File: src/verilog/power_switch_emu.sv
// --------------------
// Power-switch emulation
// Returns each request as an acknowledge after a delay line
// --------------------

`timescale 1ns/1ns
`default_nettype none

module power_switch_emu #(
  parameter int NUM_DOMAINS        = 3,
  parameter int SWITCH_ACK_LATENCY = 15
) (
  input  logic                   clk_i,
  input  logic                   arst_n_i,
  input  logic [NUM_DOMAINS-1:0] switch_n_i,
  output logic [NUM_DOMAINS-1:0] switch_ack_n_o
);

  localparam int STAGES = SWITCH_ACK_LATENCY + 1;

  logic [STAGES-1:0][NUM_DOMAINS-1:0] ack_q;

  // Stage 0 samples the request, the last stage is the acknowledge
  always_ff @(posedge clk_i or negedge arst_n_i) begin
    if (!arst_n_i) begin
      ack_q <= '0;
    end else begin
      ack_q[0] <= switch_n_i;
      for (int i = 1; i < STAGES; i++) begin
        ack_q[i] <= ack_q[i-1];
      end
    end
  end

  assign switch_ack_n_o = ack_q[STAGES-1];

endmodule

`default_nettype wire

File: config.mk
export PLATFORM = sky130hd
export DESIGN_NAME = power_switch_emu
export DESIGN_NICKNAME = d
export VERILOG_FILES = /design/src/verilog/power_switch_emu.sv
export SDC_FILE = /design/constraint.sdc
export NUM_CORES = 1
export LEC_CHECK = 0
export BUFFER_PORTS_ARGS = -buffer_cell sky130_fd_sc_hd__buf_2
export CORE_UTILIZATION = 30
export CTS_CLUSTER_SIZE = 40
export DETAILED_ROUTE_END_ITERATION = 10
export GPL_ROUTABILITY_DRIVEN = 1
export PLACE_DENSITY = 0.44
export SLEW_MARGIN = 10
export SYNTH_ARGS = -nofsm -noshare
export SYNTH_HDL_FRONTEND = slang
export SYNTH_SLANG_ARGS = --single-unit
File: constraint.sdc
create_clock -name clk_i -period 1.13 [get_ports clk_i]
set_clock_uncertainty 0.05 [all_clocks]
set_input_delay 0.226 -clock clk_i [delete_from_list [all_inputs] [get_ports clk_i]]
set_output_delay 0.226 -clock clk_i [all_outputs]
set_load 0.02 [all_outputs]
# ---- Word level (Yosys, flattened, before mapping)
# Index checks and enable logic that the tools add are counted.
dict set report word_totals {
  ff_bits 48
  latch_bits 0
  ram_bits 0
  romBits 0
  in_bits 5
  out_inout_bits 3
  wordCells 16
  memories 0
}
dict set report op_classes {
  n_addsub 0
  n_mul 0
  n_div 0
  n_lt_le_gt_ge 0
  n_eq_ne 0
  shift 0
  n_mux 0
  bitwise 0
  n_reduce_logical 0
}

# ---- Logic depth before layout (Yosys ltp)
dict set report logic_depth {
  depth_word 0
  ltp_mapped 1
  mapped_depth_nobuf 0
}

# ---- Worst setup path before layout
# No wires, ideal clock.
dict set report synth_timing {
  path_type {register to output}
  startpoint {register ack_q (netlist bit switch_ack_n_o[0])}
  endpoint {output port switch_ack_n_o[0]}
  arrival_ns 0.482
  t_required_ns 0.854
  setup_slack_ns 0.372
  path_stages_with_launch 2
  path_buffers 1
  cell_sequence {dfrtp_1 buf_4}
}
# item line
set synth_lines {}
lappend synth_lines {{start, declared} 21} ;# logic [STAGES-1:0][NUM_DOMAINS-1:0] ack_q;
lappend synth_lines {{start signal, assigned by index} 30} ;# ack_q[i] <= ack_q[i-1];
lappend synth_lines {{end, declared} 16} ;# output logic [NUM_DOMAINS-1:0] switch_ack_n_o
# No word-level cell between the ends.

# ---- Worst setup path in the final report
dict set report layout_timing {
  startpoint {register ack_q (netlist bit switch_ack_n_o[2])}
  endpoint {output port switch_ack_n_o[2]}
}
# No word-level cell between the ends.

==> qor.yml <==
status: "finished clean"
grt_pass1_wl_microns: 2352
async_flop_share_pct: 100.0
crit_type: "reg2out"
finalHoldViolCount: 0
placed_cells: 104
rsz0062_at_grt: "no"
synth_edf_count: 0
via_count: 437
drive_gt1_share_pct: 20.90
antennaDiodeCount: 0
syn_area_per_cell_sq_um: 23.99
ir_worst_vdd_uv: 1011
final_design_area_no_fill_sq_mm: 0.001440
ant_nets: 0
synth.distinct_cells: 2
multi_input_area_sq_um: 0
cp_max_fo: 1
areaGrowthSynthToFinish_pct: 17.69
maxSlewHeadroom_pct: 84.16
netlist.area_leader.share_pct: 98.16
synthFlopType: "dfrtp_1"
postCtsSetupRepairBufs: 0
start_util_pct: 32.21
placed_cell_area_sq_mm: 0.001316
cp_num_buf_inv: 1
dp_hpwl_microns: 623.5
syn_nets: 56
final_nets: 72
die_w_microns: 65.87
cp.arrival_ps: 800
fin_crit_sh_pct: 95.28
antenna_found_initial: 0
routedWlPerCell_microns: 10.77
grt_pass1_vias: 517
cp.required_ps: 850
startpoint_type: "register"
end_kind: "output port"
max_stage_delay_ps: 360
synth_top_cells_by_area: "dfrtp_1 98%, buf_4 1.8%"
synth.most_common_cell: "dfrtp_1"
gr-total-overflow: 0
die_h_microns: 65.87
cts.path.max_buffers: 2
p_leak_uw: 0.0006561
hp-class: "reg2reg"
cts.clk_slew.worst_paths_ps: 70
p_per_area_mw_per_mm2: 1939
critPathTopFamily: "flip-flops"
synth_cells: 51
yosys_warnings: 0
tns_ps: 0
rrSetupSlack_ps: 600
final_util_pct: 37.91
clock.fmax_mhz: 928.7
gp_congestion: 0.5731
io_buffers: 7
die_area_sq_mm: 0.004338
setup_violations: 0
grt_use_total_pct: 8.318
drt_first_pass_iters: 2
period_minus_slack_ps: 1077
cts_root_buf: "clkbuf_8"
multi_input_cells: 0
placementRows: 22
wl_microns: 1238
post-route-drc-count: 0
instances_no_fill: 115
cts_tree: "built"
worstPathCellList: "buf_2"
cts.sinks: 48
cts_max_level: 2
core_sq_mm: 0.003799
synth_area_sq_mm: 0.001224
ys_seq_area_share_pct: 98.16
cts_made_buffers: 5
io-pin-count: 8
worstMarginPinSlew_ps: 237.6
cap_violations: 0
slowest_stage: "dfrtp_1"
clock_latency_ps: 290
ys_ff_latch: 48
grt_max_degree: 49
synth_area_leader_cell: "dfrtp_1"
slew_violations: 0
routed_via_density: 3.800
finalPower_uw: 2793
synth_common_cells: "48 x dfrtp_1, 3 x buf_4"
drt_iter0_drc: 25
worst paths after layout:
path                                         from           endpoint  depth (start not counted)
max in group asynchronous                arst_n_i          ack_q[15]                          3
worst min-delay path                    ack_q[34]          ack_q[37]                          0
worst min register to register          ack_q[34]          ack_q[37]                          0
min in group asynchronous                arst_n_i          ack_q[34]                          3
worst max register to register           ack_q[6]           ack_q[9]                          0
worst max-delay path            switch_ack_n_o[2]  switch_ack_n_o[2]                          1
final cells by class:
class	count	area [sq um]
Sequential cell	48	1201
Clock inverter	1	5.005
Clock buffer	6	72.57
Timing Repair Buffer	12	101.3
Tap cell	48	60.06
Fill cell	355	2359
flip-flops by register name, indices dropped and copies added, names as in the netlist:
name	count
ack_q	45
switch_ack_n_o	3
timing repair:
action,in CTS,in global routing
hold endpoints to repair,51,0
setup endpoints to repair,0,1
hold buffers,4,0
gates resized for setup,0,2
power by group:
group / total (uW) / leakage, uW / switching (uW) / internal [uW]
combinational: 69.5 / 0.0000558 / 42.6 / 26.9
sequential: 1830 / 0.000559 / 22.9 / 1800
clock: 897 / 0.0000410 / 477 / 420
metal layers:
metal,vias to the layer above,track usage (%),wire (microns)
met5,-,0,0
met4,0,8.967,61
met1,235,10.03,559
met2,14,9.949,533
met3,7,4.138,83
li1,181,-,-
per-stage QoR:
| stage | setup WS (ps) | hold slack, ps |
|---|---|---|
| 3_3_place_gp | 365.8 | 167.9 |
| 5_1_grt | 8.997 | 312.0 |
| 4_1_cts | 18.10 | 303.9 |
| 2_1_floorplan | 372.4 | -119.6 |
| 3_5_place_dp | 348.4 | 174.4 |
| 6_report | 53.28 | 301.8 |
kinds of logic after synthesis:
kind of cell | share of synthesized area (%)
DFF | 98.16
buffers and inverters | 1.840
cells in the final DEF, fill, tap and decap left out, drive strengths merged:
cell,count
clkinv,1
dlygate4sd3,4
clkbuf,6
dfrtp,48
buf,8
Power figures use the tool's default switching activity.
