<file path="src/verilog/harness_pkg.sv">
// --------------------
// Peripheral harness shared definitions
// Bus widths, address map and register offsets
// --------------------

`default_nettype none

package harness_pkg;

  // --------------------
  // Bus types
  // --------------------

  // Byte address on the register bus and the memory bus
  typedef logic [31:0] addr_t;

  typedef logic [31:0] data_t;

  // One enable per byte lane of data_t
  typedef logic [3:0] be_t;

  // --------------------
  // Address map
  // --------------------

  // Register-bus targets behind the demultiplexer
  typedef enum logic [0:0] {
    PERIPH_POWER    = 1'b0,
    PERIPH_GPIO_CNT = 1'b1
  } periph_idx_e;

  localparam int NUM_PERIPHS = 2;

  localparam addr_t POWER_BASE    = 32'h0000_0000;
  localparam addr_t GPIO_CNT_BASE = 32'h0000_0100;

  // Every peripheral owns one window of this size
  localparam addr_t WINDOW_SIZE = 32'h0000_0100;

  // --------------------
  // Register offsets
  // --------------------

  // Writable control register, same offset in every peripheral
  localparam logic [7:0] REG_CTRL_OFFSET = 8'h00;

  // Read-only status register
  localparam logic [7:0] REG_STATUS_OFFSET = 8'h04;

endpackage

`default_nettype wire

</file>
<file path="src/verilog/reg_bus_if.sv">
// --------------------
// Register bus with same-cycle ready
// --------------------

`timescale 1ns/1ns
`default_nettype none

interface reg_bus_if;

  logic               valid;
  logic               write;
  harness_pkg::addr_t addr;
  harness_pkg::data_t wdata;
  harness_pkg::data_t rdata;
  logic               error;
  logic               ready;

  // Side that starts an access
  modport host (
    output valid, write, addr, wdata,
    input  rdata, error, ready
  );

  // Side that answers an access in the same cycle
  modport device (
    input  valid, write, addr, wdata,
    output rdata, error, ready
  );

endinterface

`default_nettype wire

</file>
<file path="src/verilog/gpio_cnt.sv">
// --------------------
// GPIO edge counter
// Counts rising edges and interrupts at a threshold
// --------------------

`timescale 1ns/1ns
`default_nettype none

module gpio_cnt (
  input  logic      clk_i,
  input  logic      arst_n_i,
  reg_bus_if.device bus,
  input  logic      gpio_i,
  output logic      intr_o
);

  logic               is_ctrl;
  logic               is_status;
  logic               thr_wr;
  logic               rise;
  logic [2:0]         sync_q;
  harness_pkg::data_t thr_q;
  harness_pkg::data_t cnt_q;
  harness_pkg::data_t cnt_next;
  logic               intr_q;

  assign is_ctrl   = bus.addr[7:0] == harness_pkg::REG_CTRL_OFFSET;
  assign is_status = bus.addr[7:0] == harness_pkg::REG_STATUS_OFFSET;
  assign thr_wr    = bus.valid & bus.write & is_ctrl;

  // Two sync flops, the third keeps the previous level
  assign rise     = sync_q[1] & ~sync_q[2];
  assign cnt_next = cnt_q + 32'd1;

  always_ff @(posedge clk_i or negedge arst_n_i) begin
    if (!arst_n_i) begin
      sync_q <= '0;
      thr_q  <= '0;
      cnt_q  <= '0;
      intr_q <= 1'b0;
    end else begin
      sync_q <= {sync_q[1:0], gpio_i};
      intr_q <= 1'b0;
      if (thr_wr) begin
        // New threshold restarts the count
        thr_q <= bus.wdata;
        cnt_q <= '0;
      end else if (rise && thr_q != '0) begin
        if (cnt_next == thr_q) begin
          cnt_q  <= '0;
          intr_q <= 1'b1;
        end else begin
          cnt_q <= cnt_next;
        end
      end
    end
  end

  assign intr_o = intr_q;

  always_comb begin
    bus.ready = bus.valid;
    bus.error = bus.valid & ~(is_ctrl | is_status);
    bus.rdata = '0;
    if (is_ctrl) begin
      bus.rdata = thr_q;
    end else if (is_status) begin
      bus.rdata = cnt_q;
    end
  end

  a_intr_pulse : assert property (
    @(posedge clk_i) disable iff (!arst_n_i)
    intr_o |=> !intr_o
  ) else $error("gpio_cnt: interrupt held for two cycles");

endmodule

`default_nettype wire

</file>
<file path="src/flat_wrapper.sv">
// flat-port wrapper written by rule: the top's interface ports become plain ports
module gpio_cnt_flat 
  (clk_i, arst_n_i, gpio_i, intr_o, bus_valid, bus_write, bus_addr, bus_wdata, bus_rdata, bus_error, bus_ready);
  reg_bus_if bus_i ();
  input  logic clk_i;
  input  logic arst_n_i;
  input  logic gpio_i;
  output logic intr_o;
  input wire logic [$bits(bus_i.valid)-1:0] bus_valid;
  input wire logic [$bits(bus_i.write)-1:0] bus_write;
  input wire logic [$bits(bus_i.addr)-1:0] bus_addr;
  input wire logic [$bits(bus_i.wdata)-1:0] bus_wdata;
  output wire logic [$bits(bus_i.rdata)-1:0] bus_rdata;
  output wire logic [$bits(bus_i.error)-1:0] bus_error;
  output wire logic [$bits(bus_i.ready)-1:0] bus_ready;
  assign bus_i.valid = bus_valid;
  assign bus_i.write = bus_write;
  assign bus_i.addr = bus_addr;
  assign bus_i.wdata = bus_wdata;
  assign bus_rdata = bus_i.rdata;
  assign bus_error = bus_i.error;
  assign bus_ready = bus_i.ready;
  gpio_cnt u_core (.clk_i(clk_i), .arst_n_i(arst_n_i), .bus(bus_i), .gpio_i(gpio_i), .intr_o(intr_o));
endmodule
</file>
<file path="config.mk">
export PLATFORM = sky130hd
export DESIGN_NAME = gpio_cnt_flat
export DESIGN_NICKNAME = d
export VERILOG_FILES = /design/src/verilog/harness_pkg.sv /design/src/verilog/reg_bus_if.sv /design/src/verilog/gpio_cnt.sv /design/src/flat_wrapper.sv
export SDC_FILE = /design/constraint.sdc
export NUM_CORES = 1
export LEC_CHECK = 0
export ABC_CLOCK_PERIOD_IN_PS = 2750
export BUFFER_PORTS_ARGS = -buffer_cell sky130_fd_sc_hd__buf_4
export CELL_PAD_IN_SITES_DETAIL_PLACEMENT = 1
export CELL_PAD_IN_SITES_GLOBAL_PLACEMENT = 1
export CORE_MARGIN = 4
export CORE_UTILIZATION = 38
export DETAILED_ROUTE_END_ITERATION = 10
export GPL_ROUTABILITY_DRIVEN = 1
export PLACE_DENSITY_LB_ADDON = 0.1
export SLEW_MARGIN = 20
export SYNTH_ARGS = -nofsm -noshare
export SYNTH_HDL_FRONTEND = slang
export SYNTH_SLANG_ARGS = --single-unit
export TNS_END_PERCENT = 20
</file>
<file path="constraint.sdc">
create_clock -name clk_i -period 2.75 [get_ports clk_i]
set_input_delay 0.1375 -clock clk_i [delete_from_list [all_inputs] [get_ports clk_i]]
set_output_delay 0.1375 -clock clk_i [all_outputs]
set_load 0.1 [all_outputs]
</file>
[After elaboration in Yosys (flattened, before gate mapping)]
Cells that the tools add are included.
Operators by class
  add/sub/neg operators: 1
  equality and inequality tests: 2
  muxes and demuxes: 8
  bitwise logic cells: 7
  reduce and logical (&&, ||, !) cells: 4
Operators by type and width (count)
  $mux 32: 5
  $add 32x1->32 const B: 1
  $eq 32x32->1: 1
  $reduce_bool 32->1: 1
  $eq 8x3->1 const B: 1
  $logic_not 8->1: 1
  $and 1x1->1: 4
  $mux 1: 3
  $not 1->1: 2
  $reduce_bool 2->1: 1
  $logic_and 1x1->1: 1
  $or 1x1->1: 1
Storage, ports and cells
  register bits: 68
  input port bits: 69
  output and inout port bits: 35
  logic and storage cells: 26

[Logic depth before layout (Yosys ltp)]
Gate-level depths: netlist of the first run.
  depth in word-level cells: 5
  gate-level depth with buffers: 11
  gate-level depth less buffers: 9

[Worst setup path before layout of the first run]
OpenSTA, ideal clock, no wires.
  kind: register -> register
  start: register u_core.cnt_q[0]
  end: register u_core.cnt_q[19]
  setup time: 0.137 ns
  arrival: 2.777 ns
  data required time: 2.613 ns
  path slack: -0.164 ns
  cell stages (with the launch flop): 12
  buffers on the path: 2
  clock period less this slack: 2.914 ns
  cell sequence: dfrtp_1 -> ha_1 -> nand3_1 -> clkbuf_1 -> nor4_1 -> nand4_1 -> xnor2_1 -> nand2_1 -> or4_4 -> nor4_4 -> buf_6 -> nor3_2
Between the ends
  word-level cells in the longest chain between the ends: 5
Ends and longest elaborated chain
  from (decl): RTL line gpio_cnt.sv:23  | harness_pkg::data_t cnt_q;
  from (signal assigned): RTL line gpio_cnt.sv:53  | cnt_q <= cnt_next;
  $add 32x1->32 (*): RTL line gpio_cnt.sv:33  | assign cnt_next = cnt_q + 32'd1;
  $eq 32x32->1: RTL line gpio_cnt.sv:49  | if (cnt_next == thr_q) begin
  $mux 32 (*): RTL line gpio_cnt.sv:49
  $mux 32 (*): RTL line gpio_cnt.sv:48  | end else if (rise && thr_q != '0) begin
  $mux 32 (*): RTL line gpio_cnt.sv:44  | if (thr_wr) begin
Mark *: on every way between the ends. The rest lies on a longest branch, timed or not. The select of a mux whose other input is x is not followed.
A chain may end at the register's enable or synchronous reset.

[Worst setup path in the final report of the first run]
  start: register u_core.cnt_q[1]
  end: register u_core.cnt_q[13]
The elaborated chain is that of the path after synthesis.

==> run_results.csv, run 1 <==
group,metric,value,unit
clock_network,h-tree-depth,3,
floorplanning,dieArea,0.01463,mm^2
placement,io_buffer_count,79,
final_layout,final_layout_size_suffix_gt1_frac,0.4095,
grt,grt.met3_usage,0.03636,
clock_network,clock_sinks,68,
hold_path,min_from,"bus_wdata[25]",
final_layout,layout_commonest_cell,"buf_4",
run,drv_cap,0,
worst_setup_path,worstSetupPathType,"reg -> reg",
logic_synthesis,async_flop_share,1.000,
worst_setup_path,r2r-start,"u_core.cnt_q[1]$_DFFE_PN0P_",
timing,fin_crit,2.972,ns
worst_setup_path,critPathArrivalTime,3.18,ns
timing,skew,0.008942,ns
timing,setup_ws,-0.2220,ns
worst_setup_path,timing.rr.end,"u_core.cnt_q[13]$_DFFE_PN0P_",
hold_path,min_path_cells,2,
logic_synthesis,syn-num-nets,586,
pwr,power_leakage,2.981,nW
floorplanning,start_util,0.3859,
logic_synthesis,synthTopCellsByArea,"dfrtp_1, xnor2_1, mux2_2",
floorplanning,coreArea,0.01257,mm^2
grt,grt.overflow.total,0,
logic_synthesis,synth_largest_area_cell,"dfrtp_1",
hold_path,holdPathEnd,"u_core.thr_q[25]$_DFFE_PN0P_",
final_layout,fin_area,0.006718,mm^2
grt,grt_start_max_net_pins,69,
timing,max_freq,0.3365,GHz
grt,grt_pass1_vias,4858,
pwr,vdd_drop_max,0.0003124,V
worst_setup_path,ff2ff_setup_slack,-0.22,ns
grt,antenna_found_initial,0,
route,avgRoutedWirePerCell,19.21,um
final_layout,finish.utilization,0.5345,
route,antenna_left,0,
logic_synthesis,synthCells,516,
final_layout,most-common-layout-cells,"buf_4, dfrtp_1, nor2_1, xnor2_1, mux2i_1",
final_layout,multi_input_area,0.003052,mm^2
placement,dpl.hpwl,11530,um
hold_path,hold_class,"in -> reg",
pwr,power.total,5.763,mW
worst_setup_path,end_kind,"flip-flop",
logic_synthesis,synth.avg_cell_area,9.399,um^2
clock_network,clk_latency,0.34,ns
logic_synthesis,synth_top_area_frac,0.3509,
final_layout,instances_no_fill,846,
placement,place_congestion,0.8700,
grt,grtUsageTotal,0.2311,
timing,finalSetupTns,-5.946,ns
floorplanning,rows,41,
route,detail_route.first_pass.iterations,4,
final_layout,seq_area,0.001705,mm^2
grt,grt_pass1_wl,26210,um
worst_setup_path,cp.required,2.96,ns
worst_setup_path,r2r.worst_path.cells,12,
clock_network,root_buffer,"clkbuf_16",
worst_setup_path,crit_fanout,10,
status,status,"complete, but fails checks",
final_layout,fillers,1448,
grt,use_met2,0.3897,
route,drtIter0Drc,167,
pwr,p_per_area,857.9,mW/mm^2
clock_network,cts_buffers,9,
placement,placed_cells,810,
final_layout,area_growth_syn_to_layout,38.52,%
clock_network,clk_pin_slew_worst_paths,0.06,ns
timing,setup_violations,32,
timing,hold_viol_final,0,
worst_setup_path,setup.worst_path.start_class,"flip-flop",
timing,fin_crit_sh,1.081,
clock_network,cts_tree,"built",
logic_synthesis,synth_cell_type_count,61,
timing,rsz0062_at_grt,"true",
route,remaining_drc_errors,0,
status,violations,"negative setup slack",
logic_synthesis,seq_area_frac_synth,0.3509,
timing,slew_viol_final,0,
route,dr_total_vias,4523,
timing,maxSlewHeadroom,0.3621,
final_layout,diodes,0,
clock_network,clock_path_buffers,2,
logic_synthesis,synth_edf_count,0,
route,routed_wirelength,16250,um
grt,grt_use_met1,0.3003,
floorplanning,die_y,121.0,um
logic_synthesis,synth_warnings,0,
floorplanning,pin_count,104,
route,vias_per_cell,5.346,
grt,grt_busiest_layer,"met2",
logic_synthesis,synth_flop_cell,"dfrtp_1",
final_layout,nets,740,
floorplanning,die_x,121.0,um
timing,worst_slew_pin_slew,0.9569,ns
logic_synthesis,ys_ff_latch,68,
placement,placed_area,0.006088,mm^2
logic_synthesis,synthesis.area,0.004850,mm^2
==> per-stage QoR <==
stage / setup slack [ns] / hold WS [ns]
after detailed placement: -0.2848 / 0.2483
final: -0.2220 / 0.02280
after global routing: -0.3300 / 0.02159
after global placement: -0.2130 / 0.2472
after CTS: -0.2300 / 0.01462
after floorplan: 0.02202 / -0.1581
==> layout make-up <==
cell class	instances	share of cell area
multi-input cells	401	0.4543
flip-flops and latches	68	0.2539
repair buffers	184	0.2151
clock buffers	11	0.03762
well taps	172	0.03204
clock inverters	4	0.003725
inverters	6	0.003353
==> critical path, stage by stage (launching register included) <==
cell,delay [ns]
dfrtp_1,0.39
ha_4,0.18
nand3_4,0.08
buf_6,0.15
nor4_2,0.31
xnor2_1,0.19
o211ai_1,0.20
a211o_1,0.28
or4_4,0.44
nor4_4,0.21
buf_4,0.21
buf_8,0.15
nor3_1,0.06
==> cell usage after synthesis (2+ instances only) <==
library cell and count:
buf_1 5, inv_1 6, a21oi_1 5, clkbuf_1 12, dlygate4sd1_1 2, nor2b_1 3
a31oi_1 2, xnor2_1 47, nand4_4 2, o21ai_0 11, and2_1 4, nand2b_1 2
a311oi_1 2, nand4_1 13, a211oi_1 3, o2111ai_1 2, nor4_4 2, or2_2 3
nor4_1 19, mux2i_1 34, buf_6 4, and4_1 2, nor3_1 32, nand3_1 12
a2111oi_0 2, buf_4 9, mux2_2 32, xor2_1 25, nand2_1 31, nor2_1 60
a21boi_0 2, buf_2 8, or3_1 5, nor3_2 10, o211ai_1 3, and3_1 8
dfrtp_1 68
==> report_power, final <==
| group | switching, mW | internal, mW |
|---|---|---|
| clock network | 0.453 | 0.651 |
| logic | 1.75 | 1.50 |
| registers | 0.204 | 1.21 |
| total | 2.40 | 3.36 |
==> registers in the layout, summed over array words and instances (netlist names) <==
signal	flops
u_core.thr_q	32
u_core.sync_q	3
u_core.cnt_q	32
u_core.intr_o	1
==> routing by layer <==
metal | wire length, um | part of all wire
met4 | 347 | 0.021
met2 | 8016 | 0.49
met3 | 547 | 0.034
met1 | 7338 | 0.45
met5 | 0 | 0
==> timing repair <==
item                                    CTS  global route
gates cloned                              1             0
resized for setup                        28            12
endpoints found under the setup margin   33            33
pin swaps                                16            11
hold buffers                              2             0
buffers inserted                         14             5
hold endpoints to repair                 69             0
==> worst max-delay path by stage <==
stage,to,slack (ns),start
final,u_core.cnt_q[13]$_DFFE_PN0P_,-0.22,u_core.cnt_q[1]$_DFFE_PN0P_
after global routing,u_core.cnt_q[2]$_DFFE_PN0P_,-0.33,u_core.cnt_q[1]$_DFFE_PN0P_
after CTS,u_core.cnt_q[3]$_DFFE_PN0P_,-0.23,u_core.cnt_q[0]$_DFFE_PN0P_
after detailed placement,u_core.cnt_q[28]$_DFFE_PN0P_,-0.28,u_core.cnt_q[0]$_DFFE_PN0P_
after global placement,u_core.cnt_q[14]$_DFFE_PN0P_,-0.21,u_core.cnt_q[0]$_DFFE_PN0P_
after floorplan,u_core.cnt_q[19]$_DFFE_PN0P_,0.02,u_core.cnt_q[0]$_DFFE_PN0P_
==> logic make-up after synthesis <==
kind of cell,share of synthesized area
xor gates and xnor gates,0.1300
buffers and inverters,0.05392
AOI/OAI and AO/OA,0.06657
DFF,0.3509
muxes,0.1445
and+or+nand+nor,0.2516
adders and majority gates,0.002580
No activity file was read; power rests on OpenSTA's default activity.
==> inputs of run 2 (changes only) <==
- MAX_ROUTING_LAYER: not set -> met4
- SLEW_MARGIN: 20 -> 5
==> run 2 against run 1 <==
Effect of this change:
- the run still ends with negative setup slack left
- clock skew is 0.0032 ns lower
- register-to-register slack better by 0.14 ns
- setup slack better by 0.14 ns
- sequential cell count stayed put
- final cell count is 0.35% lower
- wire length is 0.62% lower
- sequential power hardly changed
- hold slack worse by 0.0021 ns
- via count hardly changed
- combinational power is 1% higher
- critical path depth stayed put
==> run_results.csv, run 2 (same netlist as run 1, synthesis figures left out) <==
group,metric,value,unit
status,status,"complete, but fails checks",
status,violations,"negative setup slack",
timing,maxSlewHeadroom,0.3859,
timing,fin_crit,2.830,ns
final_layout,instances_no_fill,843,
clock_network,h-tree-depth,3,
route,vias_per_cell,5.364,
timing,max_freq,0.3534,GHz
pwr,p_sw_frac,0.4190,
worst_setup_path,crit_chain,"ha_4 -> nand3_4 -> or3_4 -> buf_4 -> buf_4 -> nor4_1 -> buf_4 -> o21ai_0 -> nor4_4 -> buf_6 -> buf_8 -> nor3_1",
clock_network,clk_latency,0.35,ns
final_layout,fillers,1453,
clock_network,clock_sinks,68,
floorplanning,die_y,121.0,um
grt,grt_pass1_vias,4875,
worst_setup_path,path_buf_inv,5,
pwr,power.total,5.918,mW
pwr,p_per_area,873.4,mW/mm^2
pwr,vdd_drop_max,0.0003865,V
run,drv_cap,0,
route,topRoutingLayerUsed,"met4",
timing,skew,0.005725,ns
route,wirelength_met1,7423,um
timing,worst_slew_pin_slew,0.9211,ns
hold_path,hold_class,"in -> reg",
pwr,power_switching,2.479,mW
route,detail_route.first_pass.iterations,4,
worst_setup_path,worst_path_largest_cell_delay,0.44,ns
placement,dp_slack,-0.2977,ns
floorplanning,coreArea,0.01257,mm^2
placement,dpl.hpwl,11610,um
worst_setup_path,cp_top_family,"simple AND/OR/NAND/NOR gates",
grt,grt_pass1_wl,26390,um
pwr,combPwrFrac,0.555,
route,avgRoutedWirePerCell,19.16,um
floorplanning,rows,41,
final_layout,most-common-layout-cells,"buf_4, dfrtp_1, nor2_1, xnor2_1, mux2i_1",
timing,rsz0062_at_grt,"true",
grt,grt.overflow.total,0,
timing,setup_violations,31,
placement,io_buffer_count,79,
timing,finalSetupTns,-1.784,ns
clock_network,clk_pin_slew_worst_paths,0.06,ns
route,dr_total_vias,4522,
pwr,power_leakage,3.001,nW
worst_setup_path,crit_fanout,9,
timing,setup_ws,-0.08000,ns
floorplanning,pin_count,104,
grt,antenna_found_initial,0,
placement,place_congestion,0.9003,
worst_setup_path,critPathArrivalTime,3.04,ns
floorplanning,start_util,0.3859,
route,routed_wirelength,16150,um
clock_network,cts_tree,"built",
worst_setup_path,worstSetupPathType,"reg -> reg",
worst_setup_path,cp.required,2.96,ns
route,met2_length,7734,um
timing,hold_viol_final,0,
final_layout,area_growth_syn_to_layout,39.71,%
route,wl_met3,594,um
timing,slew_viol_final,0,
worst_setup_path,end_kind,"flip-flop",
final_layout,nets,736,
route,remaining_drc_errors,0,
pwr,power.share.clock,0.204,
placement,placed_cells,812,
worst_setup_path,crit_top_cell,"buf_4",
route,antenna_left,0,
pwr,p_seq_frac,0.241,
final_layout,layout_commonest_cell,"buf_4",
final_layout,diodes,0,
grt,grt_start_max_net_pins,69,
worst_setup_path,cpMaxStageDelayCell,"or3_4",
route,drtIter0Drc,286,
clock_network,cts_buffers,9,
pwr,internal_power,3.438,mW
floorplanning,dieArea,0.01463,mm^2
final_layout,final_layout_size_suffix_gt1_frac,0.4158,
worst_setup_path,setup.worst_path.start_class,"flip-flop",
floorplanning,die_x,121.0,um
grt,grtUsageTotal,0.2370,
clock_network,clock_path_buffers,2,
final_layout,top_regs,"u_core.cnt_q (32), u_core.thr_q (32), u_core.sync_q (3)",
timing,fin_crit_sh,1.029,
clock_network,root_buffer,"clkbuf_16",
-- run 2: per-stage QoR --
| stage | utilization | hold slack (ns) | cell area (um^2) |
|---|---|---|---|
| 2_1_floorplan | - | -0.1581 | 4860 |
| 3_3_place_gp | 0.4846 | 0.2465 | 6091 |
| 3_5_place_dp | 0.4846 | 0.2492 | 6091 |
| 4_1_cts | 0.5256 | 0.008503 | 6606 |
| 5_1_grt | 0.5391 | 0.007512 | 6775 |
| 6_report | 0.5391 | 0.02070 | 6775 |
-- run 2: power by group through the flow --
stage	logic, mW	registers [mW]	clock network [mW]
floorplan	1.77	1.39	0
global placement	2.86	1.40	0
detailed placement	2.91	1.41	0
CTS	3.09	1.43	1.24
global route	3.57	1.45	1.29
finish	3.28	1.43	1.21
-- run 2: repair_timing --
| action | CTS | global route |
|---|---|---|
| hold buffers | 2 | 0 |
| pin swaps | 7 | 17 |
| endpoints found under the setup margin | 33 | 33 |
| endpoints found under the hold margin | 69 | 0 |
| gates resized for setup | 30 | 23 |
| cloned | 1 | 0 |
| setup buffers | 6 | 6 |
-- run 2: final timing paths --
check | depth (start not counted) | startpoint | slack, ns | endpoint
min in group asynchronous | 2 | arst_n_i | 0.49 | u_core.thr_q[22]$_DFFE_PN0P_
hold / removal | 2 | bus_wdata[17] | 0.02 | u_core.thr_q[17]$_DFFE_PN0P_
setup / recovery | 12 | u_core.cnt_q[1]$_DFFE_PN0P_ | -0.08 | u_core.cnt_q[31]$_DFFE_PN0P_
hold reg to reg | 0 | u_core.sync_q[0]$_DFF_PN0_ | 0.35 | u_core.sync_q[1]$_DFF_PN0_
max in group asynchronous | 2 | arst_n_i | 1.62 | u_core.cnt_q[3]$_DFFE_PN0P_
setup reg to reg | 12 | u_core.cnt_q[1]$_DFFE_PN0P_ | -0.08 | u_core.cnt_q[31]$_DFFE_PN0P_
-- run 2: layout make-up --
type | count | area [um^2] | share of cell area
clock buffer | 12 | 256.5 | 0.03786
clock inverter | 4 | 47.55 | 0.007018
inverter | 6 | 22.52 | 0.003324
multi-input combinational | 401 | 3104 | 0.4582
sequential | 68 | 1707 | 0.2519
tap | 172 | 215.2 | 0.03176
timing repair buffer | 180 | 1423 | 0.2100
-- run 2: metal layers --
| metal | up-vias | global-route usage |
|---|---|---|
| li1 | 2135 | - |
| met1 | 2263 | 0.3139 |
| met2 | 100 | 0.3661 |
| met3 | 24 | 0.04056 |
| met4 | 0 | 0.08711 |
| met5 | - | - |
