File: src/verilog/harness_pkg.sv
// --------------------
// Peripheral harness shared definitions
// Bus widths, address map and register offsets
// --------------------

`default_nettype none

package harness_pkg;

  // --------------------
  // Bus types
  // --------------------

  // Byte address on the register bus and the memory bus
  typedef logic [31:0] addr_t;

  typedef logic [31:0] data_t;

  // One enable per byte lane of data_t
  typedef logic [3:0] be_t;

  // --------------------
  // Address map
  // --------------------

  // Register-bus targets behind the demultiplexer
  typedef enum logic [0:0] {
    PERIPH_POWER    = 1'b0,
    PERIPH_GPIO_CNT = 1'b1
  } periph_idx_e;

  localparam int NUM_PERIPHS = 2;

  localparam addr_t POWER_BASE    = 32'h0000_0000;
  localparam addr_t GPIO_CNT_BASE = 32'h0000_0100;

  // Every peripheral owns one window of this size
  localparam addr_t WINDOW_SIZE = 32'h0000_0100;

  // --------------------
  // Register offsets
  // --------------------

  // Writable control register, same offset in every peripheral
  localparam logic [7:0] REG_CTRL_OFFSET = 8'h00;

  // Read-only status register
  localparam logic [7:0] REG_STATUS_OFFSET = 8'h04;

endpackage

`default_nettype wire

File: src/verilog/reg_bus_if.sv
// --------------------
// Register bus with same-cycle ready
// --------------------

`timescale 1ns/1ns
`default_nettype none

interface reg_bus_if;

  logic               valid;
  logic               write;
  harness_pkg::addr_t addr;
  harness_pkg::data_t wdata;
  harness_pkg::data_t rdata;
  logic               error;
  logic               ready;

  // Side that starts an access
  modport host (
    output valid, write, addr, wdata,
    input  rdata, error, ready
  );

  // Side that answers an access in the same cycle
  modport device (
    input  valid, write, addr, wdata,
    output rdata, error, ready
  );

endinterface

`default_nettype wire

File: src/verilog/power_ctrl_regs.sv
// --------------------
// Power-control registers
// Per-domain switch requests and their acknowledges
// --------------------

`timescale 1ns/1ns
`default_nettype none

module power_ctrl_regs #(
  parameter int NUM_DOMAINS = 3
) (
  input  logic                   clk_i,
  input  logic                   arst_n_i,
  reg_bus_if.device              bus,
  output logic [NUM_DOMAINS-1:0] switch_n_o,
  input  logic [NUM_DOMAINS-1:0] switch_ack_n_i
);

  logic                   is_ctrl;
  logic                   is_status;
  logic [NUM_DOMAINS-1:0] switch_q;

  assign is_ctrl   = bus.addr[7:0] == harness_pkg::REG_CTRL_OFFSET;
  assign is_status = bus.addr[7:0] == harness_pkg::REG_STATUS_OFFSET;

  // Active-low requests, so all zero keeps every domain on
  always_ff @(posedge clk_i or negedge arst_n_i) begin
    if (!arst_n_i) begin
      switch_q <= '0;
    end else if (bus.valid && bus.write && is_ctrl) begin
      switch_q <= bus.wdata[NUM_DOMAINS-1:0];
    end
  end

  assign switch_n_o = switch_q;

  // --------------------
  // Read path
  // --------------------

  always_comb begin
    bus.ready = bus.valid;
    bus.error = bus.valid & ~(is_ctrl | is_status);
    bus.rdata = '0;
    if (is_ctrl) begin
      bus.rdata = harness_pkg::data_t'(switch_q);
    end else if (is_status) begin
      // Writes here fall through silently
      bus.rdata = harness_pkg::data_t'(switch_ack_n_i);
    end
  end

endmodule

`default_nettype wire

File: src/flat_wrapper.sv
// flat-port wrapper written by rule: the top's interface ports become plain ports
module power_ctrl_regs_flat 
#(
  parameter int NUM_DOMAINS = 3
)
  (clk_i, arst_n_i, switch_n_o, switch_ack_n_i, bus_valid, bus_write, bus_addr, bus_wdata, bus_rdata, bus_error, bus_ready);
  reg_bus_if bus_i ();
  input  logic clk_i;
  input  logic arst_n_i;
  output logic [NUM_DOMAINS-1:0] switch_n_o;
  input  logic [NUM_DOMAINS-1:0] switch_ack_n_i;
  input wire logic [$bits(bus_i.valid)-1:0] bus_valid;
  input wire logic [$bits(bus_i.write)-1:0] bus_write;
  input wire logic [$bits(bus_i.addr)-1:0] bus_addr;
  input wire logic [$bits(bus_i.wdata)-1:0] bus_wdata;
  output wire logic [$bits(bus_i.rdata)-1:0] bus_rdata;
  output wire logic [$bits(bus_i.error)-1:0] bus_error;
  output wire logic [$bits(bus_i.ready)-1:0] bus_ready;
  assign bus_i.valid = bus_valid;
  assign bus_i.write = bus_write;
  assign bus_i.addr = bus_addr;
  assign bus_i.wdata = bus_wdata;
  assign bus_rdata = bus_i.rdata;
  assign bus_error = bus_i.error;
  assign bus_ready = bus_i.ready;
  power_ctrl_regs #(.NUM_DOMAINS(NUM_DOMAINS)) u_core (.clk_i(clk_i), .arst_n_i(arst_n_i), .bus(bus_i), .switch_n_o(switch_n_o), .switch_ack_n_i(switch_ack_n_i));
endmodule
File: config.mk
export PLATFORM = sky130hd
export DESIGN_NAME = power_ctrl_regs_flat
export DESIGN_NICKNAME = d
export VERILOG_FILES = /design/src/verilog/harness_pkg.sv /design/src/verilog/reg_bus_if.sv /design/src/verilog/power_ctrl_regs.sv /design/src/flat_wrapper.sv
export SDC_FILE = /design/constraint.sdc
export NUM_CORES = 1
export LEC_CHECK = 0
export BUFFER_PORTS_ARGS = -buffer_cell sky130_fd_sc_hd__buf_2
export CORE_MARGIN = 3
export CORE_UTILIZATION = 21
export CTS_CLUSTER_DIAMETER = 80
export DETAILED_ROUTE_END_ITERATION = 10
export PLACE_DENSITY_LB_ADDON = 0.3
export SETUP_SLACK_MARGIN = 0.4
export SLEW_MARGIN = 10
export SYNTH_ARGS = -nofsm -noshare
export SYNTH_HDL_FRONTEND = slang
export SYNTH_SLANG_ARGS = --single-unit
export TNS_END_PERCENT = 100
File: constraint.sdc
create_clock -name clk_i -period 1.2 [get_ports clk_i]
set_clock_uncertainty 0.15 [all_clocks]
set_input_delay 0.06 -clock clk_i [delete_from_list [all_inputs] [get_ports clk_i]]
set_output_delay 0.06 -clock clk_i [all_outputs]
set_load 0.005 [all_outputs]
== Word-level counts from Yosys, hierarchy flattened ==
Index checks and enable logic that the tools add are counted.

* Add/sub/neg operators: 0
* $mul: 0
* Divide/modulo/power cells: 0
* Magnitude comparators: 0
* Equality and inequality tests: 1
* Shifts and indexed selects: 0
* Muxes and demuxes: 2
* Bitwise gates (word level): 3
* Reduce and logical (&&, ||, !) cells: 3

{| class="wikitable"
|+ Operator list
! operator !! number
|-
| $mux 32 || 1
|-
| $eq 8x3->1 const B || 1
|-
| $logic_not 8->1 || 1
|-
| $mux 3 || 1
|-
| $logic_and 1x1->1 || 2
|-
| $and 1x1->1 || 1
|-
| $not 1->1 || 1
|-
| $or 1x1->1 || 1
|}

* Flip-flop bits (word level): 3
* Latch bits: 0
* RAM bits: 0
* Memory bits (read-only): 0
* Bits of input ports: 71
* Output and inout bits: 37
* Logic and storage cells: 10
* Memories kept: 0

== Longest topological paths before layout ==
Gate-level depths: netlist of run 1.

* Depth after elaboration: 4
* Depth in mapped cells: 3
* Depth with buffers taken out: 3

== Worst setup path before layout of run 1 ==
No wires, ideal clock.

* Path type: input to register
* Start point: input bus_addr[7]
* End point: register u_core.switch_q[0], in the netlist u_core.switch_n_o[0]
* Setup time: 125 ps
* Arrival time: 775 ps
* Data required time: 925 ps
* Slack: 150 ps
* Cell stages on the path: 3
* Path buffers: 0
* Cell sequence: nor4_4 nand4_2 mux2_2

* Word-level cells in the longest chain between the ends: 2

{| class="wikitable"
|+ Ends and longest elaborated chain
! element !! line !! text
|-
| start: declaration || flat_wrapper.sv:14 || <nowiki>input wire logic [$bits(bus_i.addr)-1:0] bus_addr;</nowiki>
|-
| $logic_not 8->1 || power_ctrl_regs.sv:23 || <nowiki>assign is_ctrl = bus.addr[7:0] == harness_pkg::REG_CTRL_OFFSET;</nowiki>
|-
| $logic_and 1x1->1 || power_ctrl_regs.sv:30 || <nowiki>end else if (bus.valid && bus.write && is_ctrl) begin</nowiki>
|-
| end signal: assignment || power_ctrl_regs.sv:31 || <nowiki>switch_q <= bus.wdata[NUM_DOMAINS-1:0];</nowiki>
|-
| end: declaration || power_ctrl_regs.sv:21 || <nowiki>logic [NUM_DOMAINS-1:0] switch_q;</nowiki>
|}

No other way between the ends.
A chain may end at the register's enable or synchronous reset.

== Worst setup path in the final report of run 1 ==
* Start point: register u_core.switch_q[2], in the netlist u_core.switch_n_o[2]
* End point: output bus_rdata[2]

* Word-level cells in the longest chain between the ends: 1

{| class="wikitable"
|+ Ends and longest elaborated chain
! element !! line !! text
|-
| $mux 32 || power_ctrl_regs.sv:45 || <nowiki>if (is_ctrl) begin</nowiki>
|-
| end: declaration || flat_wrapper.sv:16 || <nowiki>output wire logic [$bits(bus_i.rdata)-1:0] bus_rdata;</nowiki>
|}

No other way between the ends.

==> flow_summary.rst, run 1 <==
.. list-table::
   :header-rows: 1

   * - Metric
     - Value
   * - Synth cell types
     - 12
   * - Final global-route overflow total
     - 0
   * - Antenna fix cells
     - 0
   * - Mean number of vias per cell
     - 3.38
   * - Later-pin clock latency in the skew report
     - 0.23 ns
   * - Clk pin slew, worst setup/hold paths
     - 0.04 ns
   * - First-pass GRT wire length
     - 1280 µm
   * - Layout cell share with drive strength beyond 1
     - 0.481
   * - Worst Hold Slack
     - -0.0917 ns
   * - Placed Cells incl. Taps
     - 97
   * - Endpoint, Worst Hold
     - u_core.switch_n_o[2]
   * - Area overhead of the layout relative to synthesis
     - 32.6%
   * - Mean cell area of the mapped netlist
     - 8.86 µm²
   * - Leakage power of the design
     - around 0.00035 µW
   * - Antenna violations before repair
     - 0
   * - Footprint of the multi-input gates
     - 260 µm²
   * - Synth cell count leaders
     - sky130_fd_sc_hd__buf_4, sky130_fd_sc_hd__dfrtp_1, sky130_fd_sc_hd__mux2_2, sky130_fd_sc_hd__mux2i_1, sky130_fd_sc_hd__nor2_1
   * - Placeable core region
     - 1840 µm²
   * - Post-route clock period utilization
     - 0.944
   * - Via count of the first global-routing pass
     - 291
   * - Die area
     - 2650 µm²
   * - Depth of the worst register-to-register path
     - 2
   * - Reg-to-reg slack, setup
     - around 0.17 ns
   * - Number of synthesized register bits
     - 3
   * - TritonCTS clock tree
     - yes
   * - First-pass DRT Iterations
     - 1
   * - Wire length on met3
     - ~170 µm
   * - Cell Pwr Density
     - 669 nW/µm²
   * - CP required
     - 0.99 ns
   * - Detail Route met2 WL
     - around 400 µm
   * - Source of the worst hold timing path
     - bus_wdata[2]
   * - Detailed placer's ending HPWL
     - 768 µm
   * - Count of hold-fix buffers inserted at cts
     - 1
   * - Count of mapped cells out of synthesis
     - 49
   * - Largest net degree at the start of global routing
     - 5
   * - Cell Count, Final, Fillers Out
     - 104
   * - Upper clock frequency limit
     - ~880 MHz
   * - Uppermost routed layer
     - met3
   * - Count of filler cells inserted in the layout
     - 200
   * - Drt first-iter violations
     - 0
   * - Row Count
     - 15
   * - Sum of routed wire length over all layers
     - 921 µm
   * - EDFF count, synth
     - 0
   * - Number of buffers inserted during clock tree synthesis
     - 3
   * - Critical path capture point type
     - output port
   * - Final setup TNS
     - 0 ns
   * - Summed instance area of the synthesized netlist
     - 434 µm²
   * - Status
     - finished, violations left
   * - Maximum net fanout on the critical path
     - 3
   * - CP Launch Type
     - flip-flop
   * - Count of nets after finishing
     - 151
   * - Clock Sinks
     - 3
   * - Placer congestion estimate
     - between 0.6 and 0.7
   * - Cell type of the slowest stage on the worst timing path
     - sky130_fd_sc_hd__dfrtp_1
   * - Setup Crit Path Kind
     - flip-flop to output port
   * - GRT Overall Usage
     - 0.0683
   * - Area taken by flip-flops and latches
     - 75.1 µm²
   * - Critical path's largest stage delay
     - 0.39 ns
   * - Port Buf Inserts
     - 25
   * - Worst-path cell chain
     - mux2i_1, nor2_1, buf_2
   * - Remaining DRCs
     - 0
   * - Unrepaired setup endpoints after global routing
     - true
   * - Min Clock Period, post-route
     - approximately 1.1 ns
   * - Cell depth of the worst hold path
     - 2
   * - Share of synthesized registers carrying an async set or reset
     - 1.00
   * - Max Transition Viols Final
     - 0
   * - Buffers from clock root to sink, at most
     - 2
   * - Violated checks
     - hold timing
   * - Ys Warns
     - 0
   * - Setup violators final
     - 0
   * - Horizontal die dimension
     - 51.5 µm
   * - Worst r2r dst
     - u_core.switch_n_o[0]
   * - Sequential element share of the synthesized area
     - 0.173
   * - Vertical die dimension
     - between 50 and 60 µm
   * - Hold Crit Class
     - primary input to flip-flop
   * - Startpoint of the lowest-slack register-to-register path
     - u_core.switch_n_o[0]
   * - Final routed wire length divided by cell count
     - just under 9 µm
   * - Fraction of post-synthesis cell area in the top cell type by area
     - 0.519
   * - Number of hold violations in the final report
     - 4
   * - I/O pins
     - 108
   * - Leading post-synthesis cells by cell area
     - sky130_fd_sc_hd__buf_4, sky130_fd_sc_hd__dfrtp_1, sky130_fd_sc_hd__mux2_2
   * - Met1 wire length
     - approximately 350 µm
   * - CP Data Arrival Time
     - 0.92 ns
   * - Number of max-capacitance violations reported
     - 0
   * - Worst supply voltage drop on vdd
     - about 0.00022 V
   * - Most repeated cell in the gate-level netlist after synthesis
     - sky130_fd_sc_hd__buf_4
   * - Flip-flop count of the largest register, all copies and words added
     - 3
   * - Post-synth top flop
     - sky130_fd_sc_hd__dfrtp_1
   * - Clk Tree Root Cell
     - sky130_fd_sc_hd__clkbuf_4
   * - Via count
     - 351
   * - ANT nets after route
     - 0
   * - H-Tree Depth
     - 1
   * - Cell taking the most area after synthesis
     - sky130_fd_sc_hd__buf_4
   * - Effective utilization at floorplan
     - 0.236
## layout by cell type, fill, tap and decap left out, drive strengths merged
| master | n |
|---|---|
| and2 | 1 |
| buf | 27 |
| clkbuf | 4 |
| conb | 29 |
| dfrtp | 3 |
| dlygate4sd3 | 1 |
| mux2 | 3 |
| mux2i | 3 |
| nand2 | 1 |
| nand4 | 1 |
| nor2 | 3 |
| nor2b | 1 |
| nor3 | 1 |
| nor4 | 1 |
## critical path: cells and delay by family, from the launching register on
| kind | cells | cell delay (ns) |
|---|---|---|
| buffers and inverters | 1 | 0.12 |
| flip-flops | 1 | 0.39 |
| AND/OR/NAND/NOR | 1 | 0.06 |
| multiplexers | 1 | 0.13 |
## power breakdown
part | switching [µW] | total, µW | internal (µW)
registers | 1.92 | 106 | 104
clock network | 53.5 | 178 | 125
logic | 50.1 | 101 | 50.4
## area by class of cell
| type | count | share of cell area |
|---|---|---|
| Multi-Input combinational cell | 44 | 0.452 |
| Tap cell | 25 | 0.0543 |
| Sequential cell | 3 | 0.130 |
| Clock buffer | 4 | 0.0457 |
| Timing Repair Buffer | 28 | 0.317 |
## worst max-delay path by stage
stage | from | endpoint | slack, ns | cells past startpoint
3_5_place_dp | bus_addr[7] | u_core.switch_n_o[1] | -0.05 | 4
4_1_cts | u_core.switch_n_o[1] | bus_rdata[1] | 0.05 | 3
3_3_place_gp | bus_addr[7] | u_core.switch_n_o[0] | -0.02 | 4
2_1_floorplan | bus_addr[7] | u_core.switch_n_o[0] | 0.17 | 3
6_report | u_core.switch_n_o[2] | bus_rdata[2] | 0.07 | 3
5_1_grt | u_core.switch_n_o[1] | bus_rdata[1] | -0.005 | 3
## stage by stage
| step | setup WS, ns | instance area [µm²] | utilization | power (µW) |
|---|---|---|---|---|
| CTS | 0.0519 | 539 | 0.293 | 383 |
| detailed placement | -0.0476 | 470 | 0.256 | 186 |
| global placement | -0.0174 | 470 | 0.256 | 185 |
| finish | 0.0669 | 576 | 0.313 | 385 |
| floorplan | 0.166 | 539 | - | 214 |
| global route | -0.00451 | 576 | 0.313 | 412 |
## timing repair
action / CTS / global route
pin swaps: 3 / 3
buffers inserted: 2 / 0
resized for setup: 4 / 8
hold endpoints to repair: 6 / 3
endpoints found under the setup margin: 10 / 10
## kinds of logic (layout without fill, tap and decap cells)
kind of cell	after synthesis	after routing	synth area share
muxes	6	6	0.147
DFF	3	3	0.173
and+or+nand+nor	9	9	0.153
other	1	29	0.00864
buffers and inverters	30	32	0.519
## routing by layer
layer  vias to the layer above  GRT usage
met5                         -          0
met4                         0     0.0524
met3                         0     0.0233
met2                        41     0.0996
met1                       150     0.0810
li1                        160          -
Power figures use the tool's default switching activity.
==> run 2: changes to the inputs <==
--- a/config.mk
+++ b/config.mk
@@ -6,11 +6,12 @@
 export NUM_CORES = 1
 export LEC_CHECK = 0
 export BUFFER_PORTS_ARGS = -buffer_cell sky130_fd_sc_hd__buf_2
+export CORE_ASPECT_RATIO = 1.4
 export CORE_MARGIN = 3
 export CORE_UTILIZATION = 21
 export CTS_CLUSTER_DIAMETER = 80
 export DETAILED_ROUTE_END_ITERATION = 10
-export PLACE_DENSITY_LB_ADDON = 0.3
+export PLACE_DENSITY = 0.79
 export SETUP_SLACK_MARGIN = 0.4
 export SLEW_MARGIN = 10
 export SYNTH_ARGS = -nofsm -noshare
==> flow_summary.rst, run 2 (synthesis results as in run 1) <==
.. list-table::
   :header-rows: 1

   * - Metric
     - Value
   * - CP required
     - 0.99 ns (about the same)
   * - Min Clock Period, post-route
     - 1.17 ns (+0.0357 ns)
   * - Leakage power of the design
     - 0.000341 µW (-3.0%)
   * - Die area
     - 2660 µm² (+0.29%)
   * - Unrepaired setup endpoints after global routing
     - true
   * - Count of hold-fix buffers inserted at cts
     - 1 (unchanged)
   * - Most common library cell in the layout ignoring fill and taps
     - sky130_fd_sc_hd__conb_1
   * - Sum of routed wire length over all layers
     - 974 µm (+5.8%)
   * - Worst r2r dst
     - u_core.switch_n_o[1]
   * - CP Launch Type
     - flip-flop
   * - Critical path capture point type
     - output port
   * - Worst Hold Slack
     - -0.108 ns (-0.0162 ns)
   * - Source of the worst hold timing path
     - bus_wdata[2]
   * - Later-pin clock latency in the skew report
     - 0.24 ns (about the same)
   * - Count of nets after finishing
     - 150 (-0.66%)
   * - First-pass GRT wire length
     - 1370 µm (+7.0%)
   * - Worst supply voltage drop on vdd
     - 0.000369 V (+67%)
   * - CP Data Arrival Time
     - 0.96 ns (+0.04 ns)
   * - Minimum setup slack in the final design
     - 0.0312 ns (-0.0357 ns)
   * - Maximum net fanout on the critical path
     - 3 (unchanged)
   * - Mean number of vias per cell
     - 3.55 (+5.2%)
   * - Layout cell share with drive strength beyond 1
     - 0.474 (-0.00665)
   * - Flip-flop count of the largest register, all copies and words added
     - 3 (unchanged)
   * - Area overhead of the layout relative to synthesis
     - 27.7%
   * - Worst-path cell chain
     - mux2i_1, nor2_1, buf_2
   * - Clock Sinks
     - 3 (unchanged)
   * - Row Count
     - 18 (+3)
   * - Final global-route overflow total
     - 0 (unchanged)
   * - Max Transition Viols Final
     - 0 (unchanged)
   * - Cell type of the slowest stage on the worst timing path
     - sky130_fd_sc_hd__dfrtp_1
   * - Placer congestion estimate
     - 0.654 (-6.0%)
   * - Final routed wire length divided by cell count
     - 9.94 µm (+12%)
   * - Hold Crit Class
     - primary input to flip-flop
   * - Cell Pwr Density
     - 718 nW/µm² (+7.3%)
   * - Placeable core region
     - 1870 µm² (+1.6%)
   * - Number of max-capacitance violations reported
     - 0 (unchanged)
   * - GRT Overall Usage
     - 0.0773 (+0.00893)
   * - Antenna fix cells
     - 0 (unchanged)
   * - First-pass DRT Iterations
     - 3 (+2)
   * - Largest net degree at the start of global routing
     - 5 (unchanged)
   * - Depth of the worst register-to-register path
     - 2 (unchanged)
   * - Remaining DRCs
     - 0 (unchanged)
   * - I/O pins
     - 108 (unchanged)
   * - Clk Tree Root Cell
     - sky130_fd_sc_hd__clkbuf_4
   * - Via count
     - 348 (-0.85%)
   * - Endpoint, Worst Hold
     - u_core.switch_n_o[2]
   * - Drt first-iter violations
     - 1 (+1)
   * - Vertical die dimension
     - 59.8 µm (+16%)
   * - TritonCTS clock tree
     - yes
   * - Setup violators final
     - 0 (unchanged)
   * - Place WS
     - -0.0646 ns (-0.0170 ns)
   * - Number of buffers inserted during clock tree synthesis
     - 3 (unchanged)
   * - Effective utilization at floorplan
     - 0.232 (-0.00379)
   * - Status
     - finished, violations left
   * - H-Tree Depth
     - 1 (unchanged)
   * - Antenna violations before repair
     - 0 (unchanged)
   * - Buffers from clock root to sink, at most
     - 2 (unchanged)
   * - Violated checks
     - hold timing
   * - Overall power consumption
     - 398 µW (+3.3%)
   * - Reg-to-reg slack, setup
     - 0.18 ns (about the same)
   * - Post-Route Utilization
     - 0.297 (-0.0164)
   * - Port Buf Inserts
     - 25 (unchanged)
   * - Setup Crit Path Kind
     - flip-flop to output port
   * - Upper clock frequency limit
     - 856 MHz (-3.1%)
   * - Post-route clock period utilization
     - 0.974 (+0.0297)
   * - Critical path's largest stage delay
     - 0.38 ns (about the same)
   * - Horizontal die dimension
     - 44.4 µm (-14%)
   * - Number of hold violations in the final report
     - 5 (+1)
   * - Detailed placer's ending HPWL
     - 788 µm (+2.5%)
   * - ANT nets after route
     - 0 (unchanged)
   * - Commonest cells after routing, fill and taps aside
     - sky130_fd_sc_hd__conb_1, sky130_fd_sc_hd__buf_2, sky130_fd_sc_hd__buf_6
   * - Startpoint of the lowest-slack register-to-register path
     - u_core.switch_n_o[1]
   * - Via count of the first global-routing pass
     - 340 (+17%)
   * - Cell depth of the worst hold path
     - 2 (unchanged)
   * - Clk pin slew, worst setup/hold paths
     - 0.04 ns (about the same)
-- run 2: area by class of cell --
type | instances | area [µm²]
well taps | 20 | 25.0
clock buffers | 4 | 26.3
fillers | 201 | 1320
flip-flops and latches | 3 | 75.1
multi-input cells | 44 | 256
repair buffers | 27 | 171
-- run 2: critical path, delay by kind of cell, from the launching register on --
family / cells / cell delay, ns
DFF: 1 / 0.38
and+or+nand+nor: 1 / 0.06
buffers and inverters: 1 / 0.12
muxes: 1 / 0.14
-- run 2: worst max-delay path by stage --
stage	startpoint	end	slack [ns]
after floorplan	bus_addr[7]	u_core.switch_n_o[0]	0.17
after global placement	bus_addr[7]	u_core.switch_n_o[1]	-0.03
after detailed placement	bus_addr[7]	u_core.switch_n_o[1]	-0.06
after CTS	u_core.switch_n_o[2]	bus_rdata[2]	0.02
after global routing	u_core.switch_n_o[2]	bus_rdata[2]	-0.01
final	u_core.switch_n_o[2]	bus_rdata[2]	0.03
-- run 2: layer usage --
metal / wire length [µm] / global-route usage / vias up
met4: 36 / 0.0776 / 0
li1: - / - / 155
met3: 200 / 0.0241 / 3
met2: 482 / 0.140 / 47
met5: 0 / 0 / -
met1: 255 / 0.0613 / 143
-- run 2: metrics by stage --
step           instances  instance area (µm²)  hold WS, ns  TNS (ns)
5_1_grt               98                  554      -0.0983   -0.0160
3_3_place_gp          92                  464       -0.292   -0.0842
2_1_floorplan         77                  539       -0.386         0
6_report              98                  554       -0.108         0
3_5_place_dp          92                  464       -0.287    -0.176
4_1_cts               98                  538       -0.117         0
-- run 2: what timing repair did --
action / in CTS / in global routing
hold endpoints to repair: 6 / 3
pin swaps: 6 / 4
setup buffers: 1 / 0
endpoints found under the setup margin: 10 / 10
resized for setup: 6 / 4
-- run 2: report_power, final --
group	total, µW	switching, µW	internal, µW	leakage (µW)
logic	98.6	51.0	47.6	0.000284
clock network	193	67.3	126	0.0000150
registers	106	1.99	104	0.0000416
total	398	120	278	0.000341
